$ cat src/source/ptp_td_pkg.sv
// widths, word indices, flag positions, message and receiver state types
package ptp_td_pkg;

    // input register stages on the serial line
    localparam int TD_SDI_PIPELINE = 2;

    localparam int TD_WORD_W      = 16;
    localparam int FNS_W          = 16;
    localparam int PERIOD_NS_W    = 8;
    localparam int LSB_NS_W       = 9;
    localparam int REL_NS_W       = 48;
    localparam int TOD_S_W        = 48;
    localparam int TOD_NS_W       = 30;
    localparam int MISMATCH_CNT_W = 2;

    localparam logic [TOD_NS_W-1:0] NS_PER_S = 30'd1_000_000_000;

    // flag bits inside frame words
    localparam int REL_STEP_BIT = 8;
    localparam int TOD_STEP_BIT = 15;

    typedef enum logic [3:0] {
        MSG_TIME   = 4'd0,
        MSG_OFFSET = 4'd1
    } td_msg_e;

    typedef enum logic [3:0] {
        WORD_CTRL  = 4'd0,
        TOD_NS_LO  = 4'd1,
        TOD_NS_HI  = 4'd2,
        TOD_S_0    = 4'd3,
        TOD_S_1    = 4'd4,
        TOD_S_2    = 4'd5,
        REL_NS_0   = 4'd8,
        REL_NS_1   = 4'd9,
        REL_NS_2   = 4'd10,
        PERIOD_FNS = 4'd11,
        PERIOD_NS  = 4'd12
    } td_word_e;

    typedef enum logic [1:0] {
        RX_IDLE,
        RX_DATA,
        RX_MARK
    } td_rx_state_e;

endpackage

$ cat src/source/td_deserializer.sv
// input pipeline and bit-level receiver producing indexed frame words
module td_deserializer (
    input  logic                               clk,
    input  logic                               rst,
    input  logic                               td_sdi,
    output logic                               word_valid,
    output logic [ptp_td_pkg::TD_WORD_W-1:0]   word_data,
    output ptp_td_pkg::td_word_e               word_index,
    output ptp_td_pkg::td_msg_e                word_msg,
    output logic                               word_last
);
    import ptp_td_pkg::*;

    logic [TD_SDI_PIPELINE-1:0]   sdi_pipe;
    logic                         sdi;
    td_rx_state_e                 rx_state;
    logic [$clog2(TD_WORD_W)-1:0] bit_cnt;
    logic [TD_WORD_W-1:0]         shift_reg;
    logic [3:0]                   idx_cnt;
    td_msg_e                      msg_reg;

    assign sdi = sdi_pipe[TD_SDI_PIPELINE-1];

    always_ff @(posedge clk) begin
        sdi_pipe <= {sdi_pipe[TD_SDI_PIPELINE-2:0], td_sdi};
        word_valid <= 1'b0;

        case (rx_state)
            RX_IDLE: begin
                // low bit on an idle line opens a frame
                if (!sdi) begin
                    bit_cnt <= '0;
                    rx_state <= RX_DATA;
                end
            end
            RX_DATA: begin
                shift_reg <= {sdi, shift_reg[TD_WORD_W-1:1]};
                bit_cnt <= bit_cnt + 1'b1;
                if (bit_cnt == $bits(bit_cnt)'(TD_WORD_W - 1)) begin
                    rx_state <= RX_MARK;
                end
            end
            RX_MARK: begin
                word_valid <= 1'b1;
                word_data <= shift_reg;
                word_index <= td_word_e'(idx_cnt);
                word_last <= sdi;
                word_msg <= msg_reg;
                // message type rides in word 0
                if (idx_cnt == 4'd0) begin
                    msg_reg <= td_msg_e'(shift_reg[3:0]);
                    word_msg <= td_msg_e'(shift_reg[3:0]);
                end
                if (sdi) begin
                    idx_cnt <= '0;
                    rx_state <= RX_IDLE;
                end else begin
                    idx_cnt <= idx_cnt + 1'b1;
                    bit_cnt <= '0;
                    rx_state <= RX_DATA;
                end
            end
            default: rx_state <= RX_IDLE;
        endcase

        if (rst) begin
            sdi_pipe <= '1;
            word_valid <= 1'b0;
            rx_state <= RX_IDLE;
            bit_cnt <= '0;
            idx_cnt <= '0;
        end
    end

endmodule

$ cat src/source/td_shadow_regs.sv
// shadow registers for frame timestamps, offset and period, with valid and step flags
module td_shadow_regs (
    input  logic                                              clk,
    input  logic                                              rst,
    input  logic                                              word_valid,
    input  logic [ptp_td_pkg::TD_WORD_W-1:0]                  word_data,
    input  ptp_td_pkg::td_word_e                              word_index,
    input  ptp_td_pkg::td_msg_e                               word_msg,
    input  logic                                              word_last,
    input  logic                                              rel_consumed,
    input  logic                                              tod_consumed,
    output logic [ptp_td_pkg::PERIOD_NS_W+ptp_td_pkg::FNS_W-1:0] period,
    output logic [ptp_td_pkg::REL_NS_W-1:0]                   rel_ns_shadow,
    output logic                                              rel_shadow_valid,
    output logic                                              rel_step_req,
    output logic [ptp_td_pkg::TOD_S_W-1:0]                    tod_s_shadow,
    output logic [ptp_td_pkg::TOD_NS_W-1:0]                   tod_ns_shadow,
    output logic                                              tod_shadow_valid,
    output logic                                              tod_step_req,
    output logic [ptp_td_pkg::LSB_NS_W-1:0]                   tod_offset_ns,
    output logic                                              frame_end
);
    import ptp_td_pkg::*;

    logic is_time;

    assign is_time = (word_msg == MSG_TIME);

    always_ff @(posedge clk) begin
        frame_end <= word_valid && word_last;

        if (rel_consumed) begin
            rel_shadow_valid <= 1'b0;
            rel_step_req <= 1'b0;
        end
        if (tod_consumed) begin
            tod_shadow_valid <= 1'b0;
            tod_step_req <= 1'b0;
        end

        if (word_valid) begin
            case (word_index)
                WORD_CTRL: rel_step_req <= rel_step_req | word_data[REL_STEP_BIT];
                TOD_NS_LO: begin
                    // any word 1 invalidates the held tod
                    tod_shadow_valid <= 1'b0;
                    if (is_time) begin
                        tod_ns_shadow[TD_WORD_W-1:0] <= word_data;
                    end else if (word_msg == MSG_OFFSET) begin
                        tod_offset_ns <= word_data[LSB_NS_W-1:0];
                    end
                end
                TOD_NS_HI: begin
                    if (is_time) begin
                        tod_ns_shadow[TOD_NS_W-1:TD_WORD_W] <=
                            word_data[TOD_NS_W-TD_WORD_W-1:0];
                        tod_step_req <= tod_step_req | word_data[TOD_STEP_BIT];
                    end
                end
                TOD_S_0: if (is_time) tod_s_shadow[15:0] <= word_data;
                TOD_S_1: if (is_time) tod_s_shadow[31:16] <= word_data;
                TOD_S_2: begin
                    if (is_time) begin
                        tod_s_shadow[47:32] <= word_data;
                        tod_shadow_valid <= 1'b1;
                    end
                end
                REL_NS_0: begin
                    rel_ns_shadow[15:0] <= word_data;
                    rel_shadow_valid <= 1'b0;
                end
                REL_NS_1: rel_ns_shadow[31:16] <= word_data;
                REL_NS_2: begin
                    rel_ns_shadow[47:32] <= word_data;
                    rel_shadow_valid <= 1'b1;
                end
                PERIOD_FNS: period[FNS_W-1:0] <= word_data;
                PERIOD_NS: period[PERIOD_NS_W+FNS_W-1:FNS_W] <= word_data[PERIOD_NS_W-1:0];
                default: ;
            endcase
        end

        if (rst) begin
            frame_end <= 1'b0;
            period <= '0;
            tod_offset_ns <= '0;
            rel_shadow_valid <= 1'b0;
            rel_step_req <= 1'b0;
            tod_shadow_valid <= 1'b0;
            tod_step_req <= 1'b0;
        end
    end

endmodule

$ cat src/source/ts_step_ctrl.sv
// step versus compare decision with consecutive mismatch counter
module ts_step_ctrl (
    input  logic clk,
    input  logic rst,
    input  logic apply,
    input  logic step_req,
    input  logic differ,
    output logic load
);
    import ptp_td_pkg::*;

    logic [MISMATCH_CNT_W-1:0] mismatch_cnt;
    logic                      load_pending;

    assign load = apply && (step_req || load_pending);

    always_ff @(posedge clk) begin
        if (apply) begin
            if (differ) begin
                // too many misses in a row, force a reload next time
                if (&mismatch_cnt) begin
                    load_pending <= 1'b1;
                    mismatch_cnt <= '0;
                end else begin
                    mismatch_cnt <= mismatch_cnt + 1'b1;
                end
            end else begin
                mismatch_cnt <= '0;
            end
            if (load) begin
                load_pending <= 1'b0;
            end
        end

        if (rst) begin
            mismatch_cnt <= '0;
            load_pending <= 1'b0;
        end
    end

endmodule

$ cat src/source/ts_rel_clock.sv
// fractional accumulator and relative nanosecond counter
module ts_rel_clock (
    input  logic                                              clk,
    input  logic                                              rst,
    input  logic [ptp_td_pkg::PERIOD_NS_W+ptp_td_pkg::FNS_W-1:0] period,
    input  logic [ptp_td_pkg::REL_NS_W-1:0]                   rel_ns_shadow,
    input  logic                                              rel_shadow_valid,
    input  logic                                              rel_step_req,
    input  logic                                              frame_end,
    output logic [ptp_td_pkg::LSB_NS_W-1:0]                   lsb_ns,
    output logic [ptp_td_pkg::FNS_W-1:0]                      fns,
    output logic [ptp_td_pkg::REL_NS_W+ptp_td_pkg::FNS_W-1:0] ts_rel,
    output logic                                              ts_rel_step,
    output logic                                              rel_consumed
);
    import ptp_td_pkg::*;

    logic [LSB_NS_W+FNS_W-1:0] acc;
    logic [REL_NS_W-1:0]       rel_ns;
    logic                      apply;
    logic                      differ;
    logic                      load;

    assign lsb_ns = acc[LSB_NS_W+FNS_W-1:FNS_W];
    assign apply = frame_end && rel_shadow_valid;
    assign rel_consumed = apply;
    assign differ = rel_ns_shadow[REL_NS_W-1:LSB_NS_W] != rel_ns[REL_NS_W-1:LSB_NS_W];
    assign ts_rel = {rel_ns, fns};

    ts_step_ctrl u_step_ctrl (
        .clk      (clk),
        .rst      (rst),
        .apply    (apply),
        .step_req (rel_step_req),
        .differ   (differ),
        .load     (load)
    );

    always_ff @(posedge clk) begin
        acc <= acc + (LSB_NS_W+FNS_W)'(period);
        fns <= acc[FNS_W-1:0];
        rel_ns[LSB_NS_W-1:0] <= lsb_ns;
        ts_rel_step <= load;

        if (load) begin
            rel_ns[REL_NS_W-1:LSB_NS_W] <= rel_ns_shadow[REL_NS_W-1:LSB_NS_W];
        end else if (rel_ns[LSB_NS_W-1] && !lsb_ns[LSB_NS_W-1]) begin
            // carry out of the low bits
            rel_ns[REL_NS_W-1:LSB_NS_W] <= rel_ns[REL_NS_W-1:LSB_NS_W] + 1'b1;
        end

        if (rst) begin
            acc <= '0;
            fns <= '0;
            rel_ns <= '0;
            ts_rel_step <= 1'b0;
        end
    end

endmodule

$ cat src/source/ts_tod_clock.sv
// seconds and nanoseconds time of day counter with offset, rollover and pps
module ts_tod_clock (
    input  logic                                    clk,
    input  logic                                    rst,
    input  logic [ptp_td_pkg::LSB_NS_W-1:0]         lsb_ns,
    input  logic [ptp_td_pkg::FNS_W-1:0]            fns,
    input  logic [ptp_td_pkg::LSB_NS_W-1:0]         tod_offset_ns,
    input  logic [ptp_td_pkg::TOD_S_W-1:0]          tod_s_shadow,
    input  logic [ptp_td_pkg::TOD_NS_W-1:0]         tod_ns_shadow,
    input  logic                                    tod_shadow_valid,
    input  logic                                    tod_step_req,
    input  logic                                    frame_end,
    output logic [ptp_td_pkg::TOD_S_W+2+ptp_td_pkg::TOD_NS_W+ptp_td_pkg::FNS_W-1:0] ts_tod,
    output logic                                    ts_tod_step,
    output logic                                    pps,
    output logic                                    pps_str,
    output logic                                    tod_consumed
);
    import ptp_td_pkg::*;

    logic [TOD_S_W-1:0]  tod_s;
    logic [TOD_NS_W-1:0] tod_ns;
    logic [LSB_NS_W-1:0] ns_lo;
    logic                ns_carry;
    logic                ns_last;
    logic                apply;
    logic                differ;
    logic                load;

    assign ns_lo = lsb_ns + tod_offset_ns;
    assign ns_carry = tod_ns[LSB_NS_W-1] && !ns_lo[LSB_NS_W-1];
    // upper bits already at the last 512 ns block of the second
    assign ns_last = tod_ns[TOD_NS_W-1:LSB_NS_W] ==
        (TOD_NS_W-LSB_NS_W)'((NS_PER_S - 1'b1) >> LSB_NS_W);

    assign apply = frame_end && tod_shadow_valid;
    assign tod_consumed = apply;
    assign differ = (tod_s_shadow != tod_s) ||
        (tod_ns_shadow[TOD_NS_W-1:LSB_NS_W] != tod_ns[TOD_NS_W-1:LSB_NS_W]);
    assign ts_tod = {tod_s, 2'b00, tod_ns, fns};

    ts_step_ctrl u_step_ctrl (
        .clk      (clk),
        .rst      (rst),
        .apply    (apply),
        .step_req (tod_step_req),
        .differ   (differ),
        .load     (load)
    );

    always_ff @(posedge clk) begin
        pps <= 1'b0;
        tod_ns[LSB_NS_W-1:0] <= ns_lo;
        ts_tod_step <= load;

        // stretched pps drops halfway through the second
        if (tod_ns[TOD_NS_W-1]) begin
            pps_str <= 1'b0;
        end

        if (ns_carry) begin
            if (ns_last) begin
                tod_ns[TOD_NS_W-1:LSB_NS_W] <= '0;
                tod_s <= tod_s + 1'b1;
                pps <= 1'b1;
                pps_str <= 1'b1;
            end else begin
                tod_ns[TOD_NS_W-1:LSB_NS_W] <= tod_ns[TOD_NS_W-1:LSB_NS_W] + 1'b1;
            end
        end

        if (load) begin
            tod_s <= tod_s_shadow;
            tod_ns[TOD_NS_W-1:LSB_NS_W] <= tod_ns_shadow[TOD_NS_W-1:LSB_NS_W];
        end

        if (rst) begin
            tod_s <= '0;
            tod_ns <= '0;
            ts_tod_step <= 1'b0;
            pps <= 1'b0;
            pps_str <= 1'b0;
        end
    end

endmodule

$ cat src/source/ptp_td_leaf.sv
// time distribution leaf top level, deserializer to shadow registers to both clocks
module ptp_td_leaf (
    input  logic        clk,
    input  logic        rst,
    input  logic        td_sdi,
    output logic [63:0] ts_rel,
    output logic        ts_rel_step,
    output logic [95:0] ts_tod,
    output logic        ts_tod_step,
    output logic        pps,
    output logic        pps_str
);
    import ptp_td_pkg::*;

    logic                         word_valid;
    logic [TD_WORD_W-1:0]         word_data;
    td_word_e                     word_index;
    td_msg_e                      word_msg;
    logic                         word_last;
    logic [PERIOD_NS_W+FNS_W-1:0] period;
    logic [REL_NS_W-1:0]          rel_ns_shadow;
    logic                         rel_shadow_valid;
    logic                         rel_step_req;
    logic                         rel_consumed;
    logic [TOD_S_W-1:0]           tod_s_shadow;
    logic [TOD_NS_W-1:0]          tod_ns_shadow;
    logic                         tod_shadow_valid;
    logic                         tod_step_req;
    logic                         tod_consumed;
    logic [LSB_NS_W-1:0]          tod_offset_ns;
    logic                         frame_end;
    logic [LSB_NS_W-1:0]          lsb_ns;
    logic [FNS_W-1:0]             fns;

    td_deserializer u_deserializer (
        .clk        (clk),
        .rst        (rst),
        .td_sdi     (td_sdi),
        .word_valid (word_valid),
        .word_data  (word_data),
        .word_index (word_index),
        .word_msg   (word_msg),
        .word_last  (word_last)
    );

    td_shadow_regs u_shadow_regs (
        .clk              (clk),
        .rst              (rst),
        .word_valid       (word_valid),
        .word_data        (word_data),
        .word_index       (word_index),
        .word_msg         (word_msg),
        .word_last        (word_last),
        .rel_consumed     (rel_consumed),
        .tod_consumed     (tod_consumed),
        .period           (period),
        .rel_ns_shadow    (rel_ns_shadow),
        .rel_shadow_valid (rel_shadow_valid),
        .rel_step_req     (rel_step_req),
        .tod_s_shadow     (tod_s_shadow),
        .tod_ns_shadow    (tod_ns_shadow),
        .tod_shadow_valid (tod_shadow_valid),
        .tod_step_req     (tod_step_req),
        .tod_offset_ns    (tod_offset_ns),
        .frame_end        (frame_end)
    );

    ts_rel_clock u_rel_clock (
        .clk              (clk),
        .rst              (rst),
        .period           (period),
        .rel_ns_shadow    (rel_ns_shadow),
        .rel_shadow_valid (rel_shadow_valid),
        .rel_step_req     (rel_step_req),
        .frame_end        (frame_end),
        .lsb_ns           (lsb_ns),
        .fns              (fns),
        .ts_rel           (ts_rel),
        .ts_rel_step      (ts_rel_step),
        .rel_consumed     (rel_consumed)
    );

    ts_tod_clock u_tod_clock (
        .clk              (clk),
        .rst              (rst),
        .lsb_ns           (lsb_ns),
        .fns              (fns),
        .tod_offset_ns    (tod_offset_ns),
        .tod_s_shadow     (tod_s_shadow),
        .tod_ns_shadow    (tod_ns_shadow),
        .tod_shadow_valid (tod_shadow_valid),
        .tod_step_req     (tod_step_req),
        .frame_end        (frame_end),
        .ts_tod           (ts_tod),
        .ts_tod_step      (ts_tod_step),
        .pps              (pps),
        .pps_str          (pps_str),
        .tod_consumed     (tod_consumed)
    );

endmodule

$ cat config.mk
export PLATFORM = sky130hd
export DESIGN_NAME = ptp_td_leaf
export DESIGN_NICKNAME = d
export VERILOG_FILES = /design/src/source/ptp_td_pkg.sv /design/src/source/td_deserializer.sv /design/src/source/td_shadow_regs.sv /design/src/source/ts_step_ctrl.sv /design/src/source/ts_rel_clock.sv /design/src/source/ts_tod_clock.sv /design/src/source/ptp_td_leaf.sv
export SDC_FILE = /design/constraint.sdc
export NUM_CORES = 1
export LEC_CHECK = 0
export BUFFER_PORTS_ARGS = -buffer_cell sky130_fd_sc_hd__buf_2
export CORE_MARGIN = 2
export CORE_UTILIZATION = 40
export CTS_BUF_LIST = sky130_fd_sc_hd__clkbuf_4 sky130_fd_sc_hd__clkbuf_8
export DETAILED_ROUTE_END_ITERATION = 8
export GPL_TIMING_DRIVEN = 0
export PLACE_DENSITY = 0.69
export SYNTH_ARGS = -nofsm -noshare
export SYNTH_HDL_FRONTEND = slang
export SYNTH_HIERARCHICAL = 1
export SYNTH_SLANG_ARGS = --single-unit
export TNS_END_PERCENT = 20
$ cat constraint.sdc
create_clock -name clk -period 4.8 [get_ports clk]
set_input_delay 0.24 -clock clk [delete_from_list [all_inputs] [get_ports clk]]
set_output_delay 0.24 -clock clk [all_outputs]
set_load 0.05 [all_outputs]
==> flow_summary.toml, run 1 <==
[critical_path]
startpoint_type = "register"
crit_path_end_kind = "register"
worstSetupPathType = "register to register"
crit_family = "buffers and inverters"
crit_chain = "buf_4 > ha_1 > fa_1 > a211o_1 > nand3_1 > a21oi_2 > nor2_1 > clkbuf_1 > clkbuf_1 > o21ai_0 > a21oi_1"
crit_top_cell = "clkbuf_1"
cp_slowest_cell = "clkbuf_1"
crit_arrival_ns = 4.46
cp_num_buf_inv = 3
crit_fanout = 10
worst_path_largest_cell_delay_ns = 0.54
cp.required_ns = 5.32

[pwr]
total_power_mw = 6.77
ir_worst_vdd_mv = 0.169
p_leak_nw = 8.06
power_density_nw_per_um2 = 318

[global_routing]
grt_max_degree = 23
track_usage_pct = 23.5
grt_overflow = 0
antenna_found_initial = 1
grt_pass1_wl_mm = 84.9
grt_pass1_vias = 14400

[min_path]
worstHoldPathType = "input port to register"

[clocking]
cts_buffer_depth = 3
post_cts_buffers = 0
clk_pin_slew_ns = 0.06
clock-sinks = 377
h-tree-depth = 3
cts_tree = "built"
cts_resized = 0
cts-root-buf = "clkbuf_8"
worst_skew_pair.late_latency_ns = 0.63
numCtsBuffers = 67

[timing]
worst_pin_slew_ns = 1.37
post-route-min-period_ns = 3.94
slew_headroom_pct = 8.66
hold_viol = 0
worst_hold_slack_ns = 0.117
period_share_pct = 82.0
worst_slack_ns = 0.863
grt_setup_unrepaired = "no"
drv_slew = 0
final.setup.tns_ns = 0
max_freq_ghz = 0.254
setup_viol_count_final = 0
clock_skew_ns = 0.0398

[floorplanning]
rows = 78
chipHeight_um = 217
coreArea_um2 = 45100
initial_core_util_pct = 40.2
die_area_um2 = 47100
io_pins = 167
die_x_um = 217

[flow_run]
cap_violations = 0

[layout]
layout.nets = 2078
ff_latch_area_um2 = 9040
antennaDiodeCount = 0
fillers = 4271
drive_above_1_share_pct = 17.9
syn_to_final_growth_pct = 17.4
top_regs = "u_rel_clock/rel_ns (48), u_shadow_regs/tod_s_shadow (48), u_tod_clock/tod_s (48)"
multi_input_area_um2 = 8340
final_cells = 2684

[route]
first_pass_iters = 7
vias = 14900
final_antenna_net_count = 0
wl_per_cell_um = 21.1
routed_via_density = 5.55
drc_errors = 0
wl_mm = 56.6
drt_iter0_drc = 1380

[placed_design]
pre_cts_slack_ns = 0.992
routabilityCongestion = 0.971
dpl.cell_count = 2562
portBuffers = 164
dp_hpwl_mm = 41.0

[outcome]
run_status = "finished clean"

[logic_synthesis]
ys_warn_count = 6
avgSynthCellArea_um2 = 10.1
syn_inst = 1793
syn-cell-area_um2 = 18100
[layout make-up]
cell class	instances	area share, %
Buffer	136	3.30
Clock buffer	96	5.65
Clock inverter	25	1.42
Inverter	22	0.388
Multi-Input combinational cell	1259	39.2
Sequential cell	377	42.5
Tap cell	600	3.53
Timing Repair Buffer	169	4.10
[final timing paths]
check	startpoint	end	slack, ns	cells past startpoint
min reg2reg	u_deserializer/sdi_pipe[0]	u_deserializer/sdi_pipe[1]	0.41	1
max	u_rel_clock/acc[16]	u_tod_clock/tod_ns[11]	0.86	11
max reg2reg	u_rel_clock/acc[16]	u_tod_clock/tod_ns[11]	0.86	11
min	rst	u_rel_clock/u_step_ctrl/load_pending	0.12	2
[layout by cell type, fill, tap and decap left out, types with 10 or more instances in the layout]
cell type and count:
a211oi_1 25, o21ai_1 20, and4_1 11, dfxtp_1 228
o21ai_0 84, a21oi_1 94, nor3_1 30, a31oi_1 21
xnor2_1 97, nand4_1 41, clkbuf_1 74, a311oi_1 13
clkbuf_8 77, nor2b_1 42, nand3_1 72, xor2_1 102
inv_1 21, buf_4 46, buf_2 174, nor2_1 153
edfxtp_1 149, nand2_1 94, and2_1 18, ha_1 41
and3_1 25, a21o_1 15, or3_1 15, nand4b_1 11
o2111ai_1 26, mux2i_1 23, o21a_1 10, nand2b_1 33
clkbuf_4 19, nor4_1 25
[report_power, final]
part           internal [mW]  leakage [nW]  switching [mW]
registers               3.32          3.18         0.00627
logic                 0.0276          4.10          0.0813
clock network           1.99         0.781            1.35
[stage by stage]
stage          util [%]  area, um2
2_1_floorplan         -      18100
3_3_place_gp       43.7      19700
3_5_place_dp       43.9      19800
4_1_cts            47.2      21300
5_1_grt            47.2      21300
6_report           47.2      21300
[routing by layer]
layer | up-vias | global-route usage [%] | part of all wire [%]
li1 | 6965 | - | -
met1 | 7169 | 30.2 | 42
met2 | 630 | 39.2 | 48
met3 | 137 | 3.94 | 7.2
met4 | 0 | 9.54 | 3.5
met5 | - | 0 | 0
[repair_timing]
action,in CTS,in global routing
endpoints found under the setup margin,0,0
hold buffers,1,0
hold endpoints to repair,1,0
(Power assumes the default switching activity.)
==> run 2: changes to the inputs <==
--- a/config.mk
+++ b/config.mk
@@ -11,7 +11,7 @@
 export CTS_BUF_LIST = sky130_fd_sc_hd__clkbuf_4 sky130_fd_sc_hd__clkbuf_8
 export DETAILED_ROUTE_END_ITERATION = 8
 export GPL_TIMING_DRIVEN = 0
-export PLACE_DENSITY = 0.69
+export PLACE_DENSITY = 0.72
 export SYNTH_ARGS = -nofsm -noshare
 export SYNTH_HDL_FRONTEND = slang
 export SYNTH_HIERARCHICAL = 1
==> constraint.sdc (replaced) <==
create_clock -name clk -period 3.57 [get_ports clk]
set_input_delay 0.1785 -clock clk [delete_from_list [all_inputs] [get_ports clk]]
set_output_delay 0.1785 -clock clk [all_outputs]
set_load 0.05 [all_outputs]
==> run 2 against run 1 <==
Net effect: combinational power increased by 34%; non-clock buffer count increased by 3; clock power increased by 32%; worst hold slack got worse by 0.050 ns; utilization increased by 0.067 points; highest routed layer unchanged; flip-flop and latch count unchanged; clock-buffer cell count increased by 6; largest power group is now sequential cells; sequential power increased by 35%; global-route usage increased by 0.34 points; final area increased by 0.14%; die area unchanged; sequential share of layout area decreased by 0.060 points.
==> flow_summary.toml, run 2 (synthesis results as in run 1) <==
[critical_path]
r2r_slack_ns = 0.07
crit_arrival_ns = 4.03
startpoint_type = "register"
rr_startpoint = "u_rel_clock/acc[16]"
crit_fanout = 10
worstSetupPathType = "register to register"
worstSetupStartpoint = "u_rel_clock/acc[16]"
crit_path_end_kind = "register"
cp.required_ns = 4.10
r2r-end = "u_tod_clock/tod_ns[10]"
reg2reg_depth = 11

[timing]
post-route-min-period_ns = 3.50
period_share_pct = 98.0
clock_skew_ns = 0.0366
worst_pin_slew_ns = 1.34
hold_viol = 0
drv_slew = 0
grt_setup_unrepaired = "no"
slew_headroom_pct = 10.4
max_freq_ghz = 0.286
setup_viol_count_final = 0

[global_routing]
grt_pass1_vias = 14500
grt_pass1_wl_mm = 86.1
grt_max_degree = 23
grt_overflow = 0
track_usage_pct = 23.8
antenna_found_initial = 0

[layout]
fillers = 4196
fin_util_pct = 47.3
syn_to_final_growth_pct = 17.5
layout_common_cells = "dfxtp_1, buf_2, nor2_1, edfxtp_1, xor2_1"
antennaDiodeCount = 0
drive_above_1_share_pct = 18.4
layout.nets = 2082
final_common_cell = "dfxtp_1"
final_area_um2 = 21300
top_regs = "u_rel_clock/rel_ns (48), u_shadow_regs/tod_s_shadow (48), u_tod_clock/tod_s (48)"

[route]
drt_iter0_drc = 1600
routed_via_density = 5.54
wl_mm = 57.0
vias = 14900
first_pass_iters = 5
wl_per_cell_um = 21.2
drc_errors = 0
final_antenna_net_count = 0

[clocking]
clk_pin_slew_ns = 0.06
cts_buffer_depth = 3
cts-root-buf = "clkbuf_8"
numCtsBuffers = 68
h-tree-depth = 3
worst_skew_pair.late_latency_ns = 0.64
clock-sinks = 377
cts_tree = "built"

[placed_design]
place_area_um2 = 19800
portBuffers = 164
routabilityCongestion = 0.990
dp_hpwl_mm = 41.0

[pwr]
power_density_nw_per_um2 = 423
ir_worst_vdd_mv = 0.200
p_leak_nw = 8.08

[min_path]
hold_end = "u_tod_clock/u_step_ctrl/load_pending"
min_delay_path_depth = 2
hp-start = "rst"
worstHoldPathType = "input port to register"

[floorplanning]
rows = 78
io_pins = 167
initial_core_util_pct = 40.2
die_area_um2 = 47100
die_x_um = 217
chipHeight_um = 217
coreArea_um2 = 45100

[outcome]
run_status = "finished clean"

[flow_run]
cap_violations = 0
run 2: worst max path at each step:
stage,end,slack (ns),cells past startpoint
final,u_tod_clock/tod_ns[10],0.07,11
after detailed placement,u_tod_clock/tod_ns[10],-0.17,11
after global placement,u_shadow_regs/rel_ns_shadow[23],-0.50,2
after CTS,u_tod_clock/tod_s[0],0.03,10
after global routing,u_tod_clock/tod_ns[10],0.02,11
after floorplan,u_shadow_regs/rel_ns_shadow[16],0.71,2
run 2: timing repair:
action / CTS / global route
gates resized for setup: 2 / 3
hold buffers: 1 / 0
buffers inserted: 0 / 3
hold endpoints to repair: 1 / 0
pin swaps: 0 / 1
setup endpoints to repair: 10 / 19
run 2: power by group:
part	switching [mW]	leakage [nW]	internal [mW]
clock network	1.88	0.775	2.53
logic	0.109	4.13	0.0369
registers	0.00906	3.18	4.46
total	2.00	8.08	7.03
run 2: worst max-delay path: stages, from the launching register on:
cell	delay (ns)
dfxtp_1	0.33
buf_4	0.14
ha_1	0.20
fa_1	0.44
a211o_1	0.32
nand3_1	0.18
a21oi_4	0.18
nor2_2	0.39
clkbuf_1	0.50
clkbuf_2	0.38
nand2_1	0.09
a311oi_1	0.26
run 2: per-layer routing:
layer | GRT usage [%] | vias up | share of wire [%]
met1 | 31.3 | 7119 | 42
li1 | - | 6991 | -
met5 | 0 | - | 0
met3 | 3.65 | 101 | 7.4
met4 | 9.89 | 0 | 3.1
met2 | 39.3 | 691 | 48
run 2: stage by stage:
stage / hold slack, ns / TNS [ns] / std cells / total power [mW] / worst slack (ns)
2_1_floorplan: 0.248 / 0 / 1794 / 4.66 / 0.709
3_3_place_gp: 0.363 / -8.72 / 2558 / 4.70 / -0.501
3_5_place_dp: 0.366 / -1.11 / 2562 / 4.71 / -0.169
4_1_cts: 0.0307 / 0 / 2688 / 9.12 / 0.0253
5_1_grt: 0.0748 / 0 / 2691 / 9.32 / 0.0194
6_report: 0.0666 / 0 / 2691 / 9.02 / 0.0720
run 2: area by class of cell:
type	instances	area, um2	area share, %
Buffer	136	706	3.31
Multi-Input combinational cell	1259	8350	39.2
Timing Repair Buffer	172	907	4.25
Tap cell	600	751	3.52
Sequential cell	377	9040	42.4
Clock inverter	23	209	0.980
Inverter	22	82.6	0.387
Clock buffer	102	1280	6.00
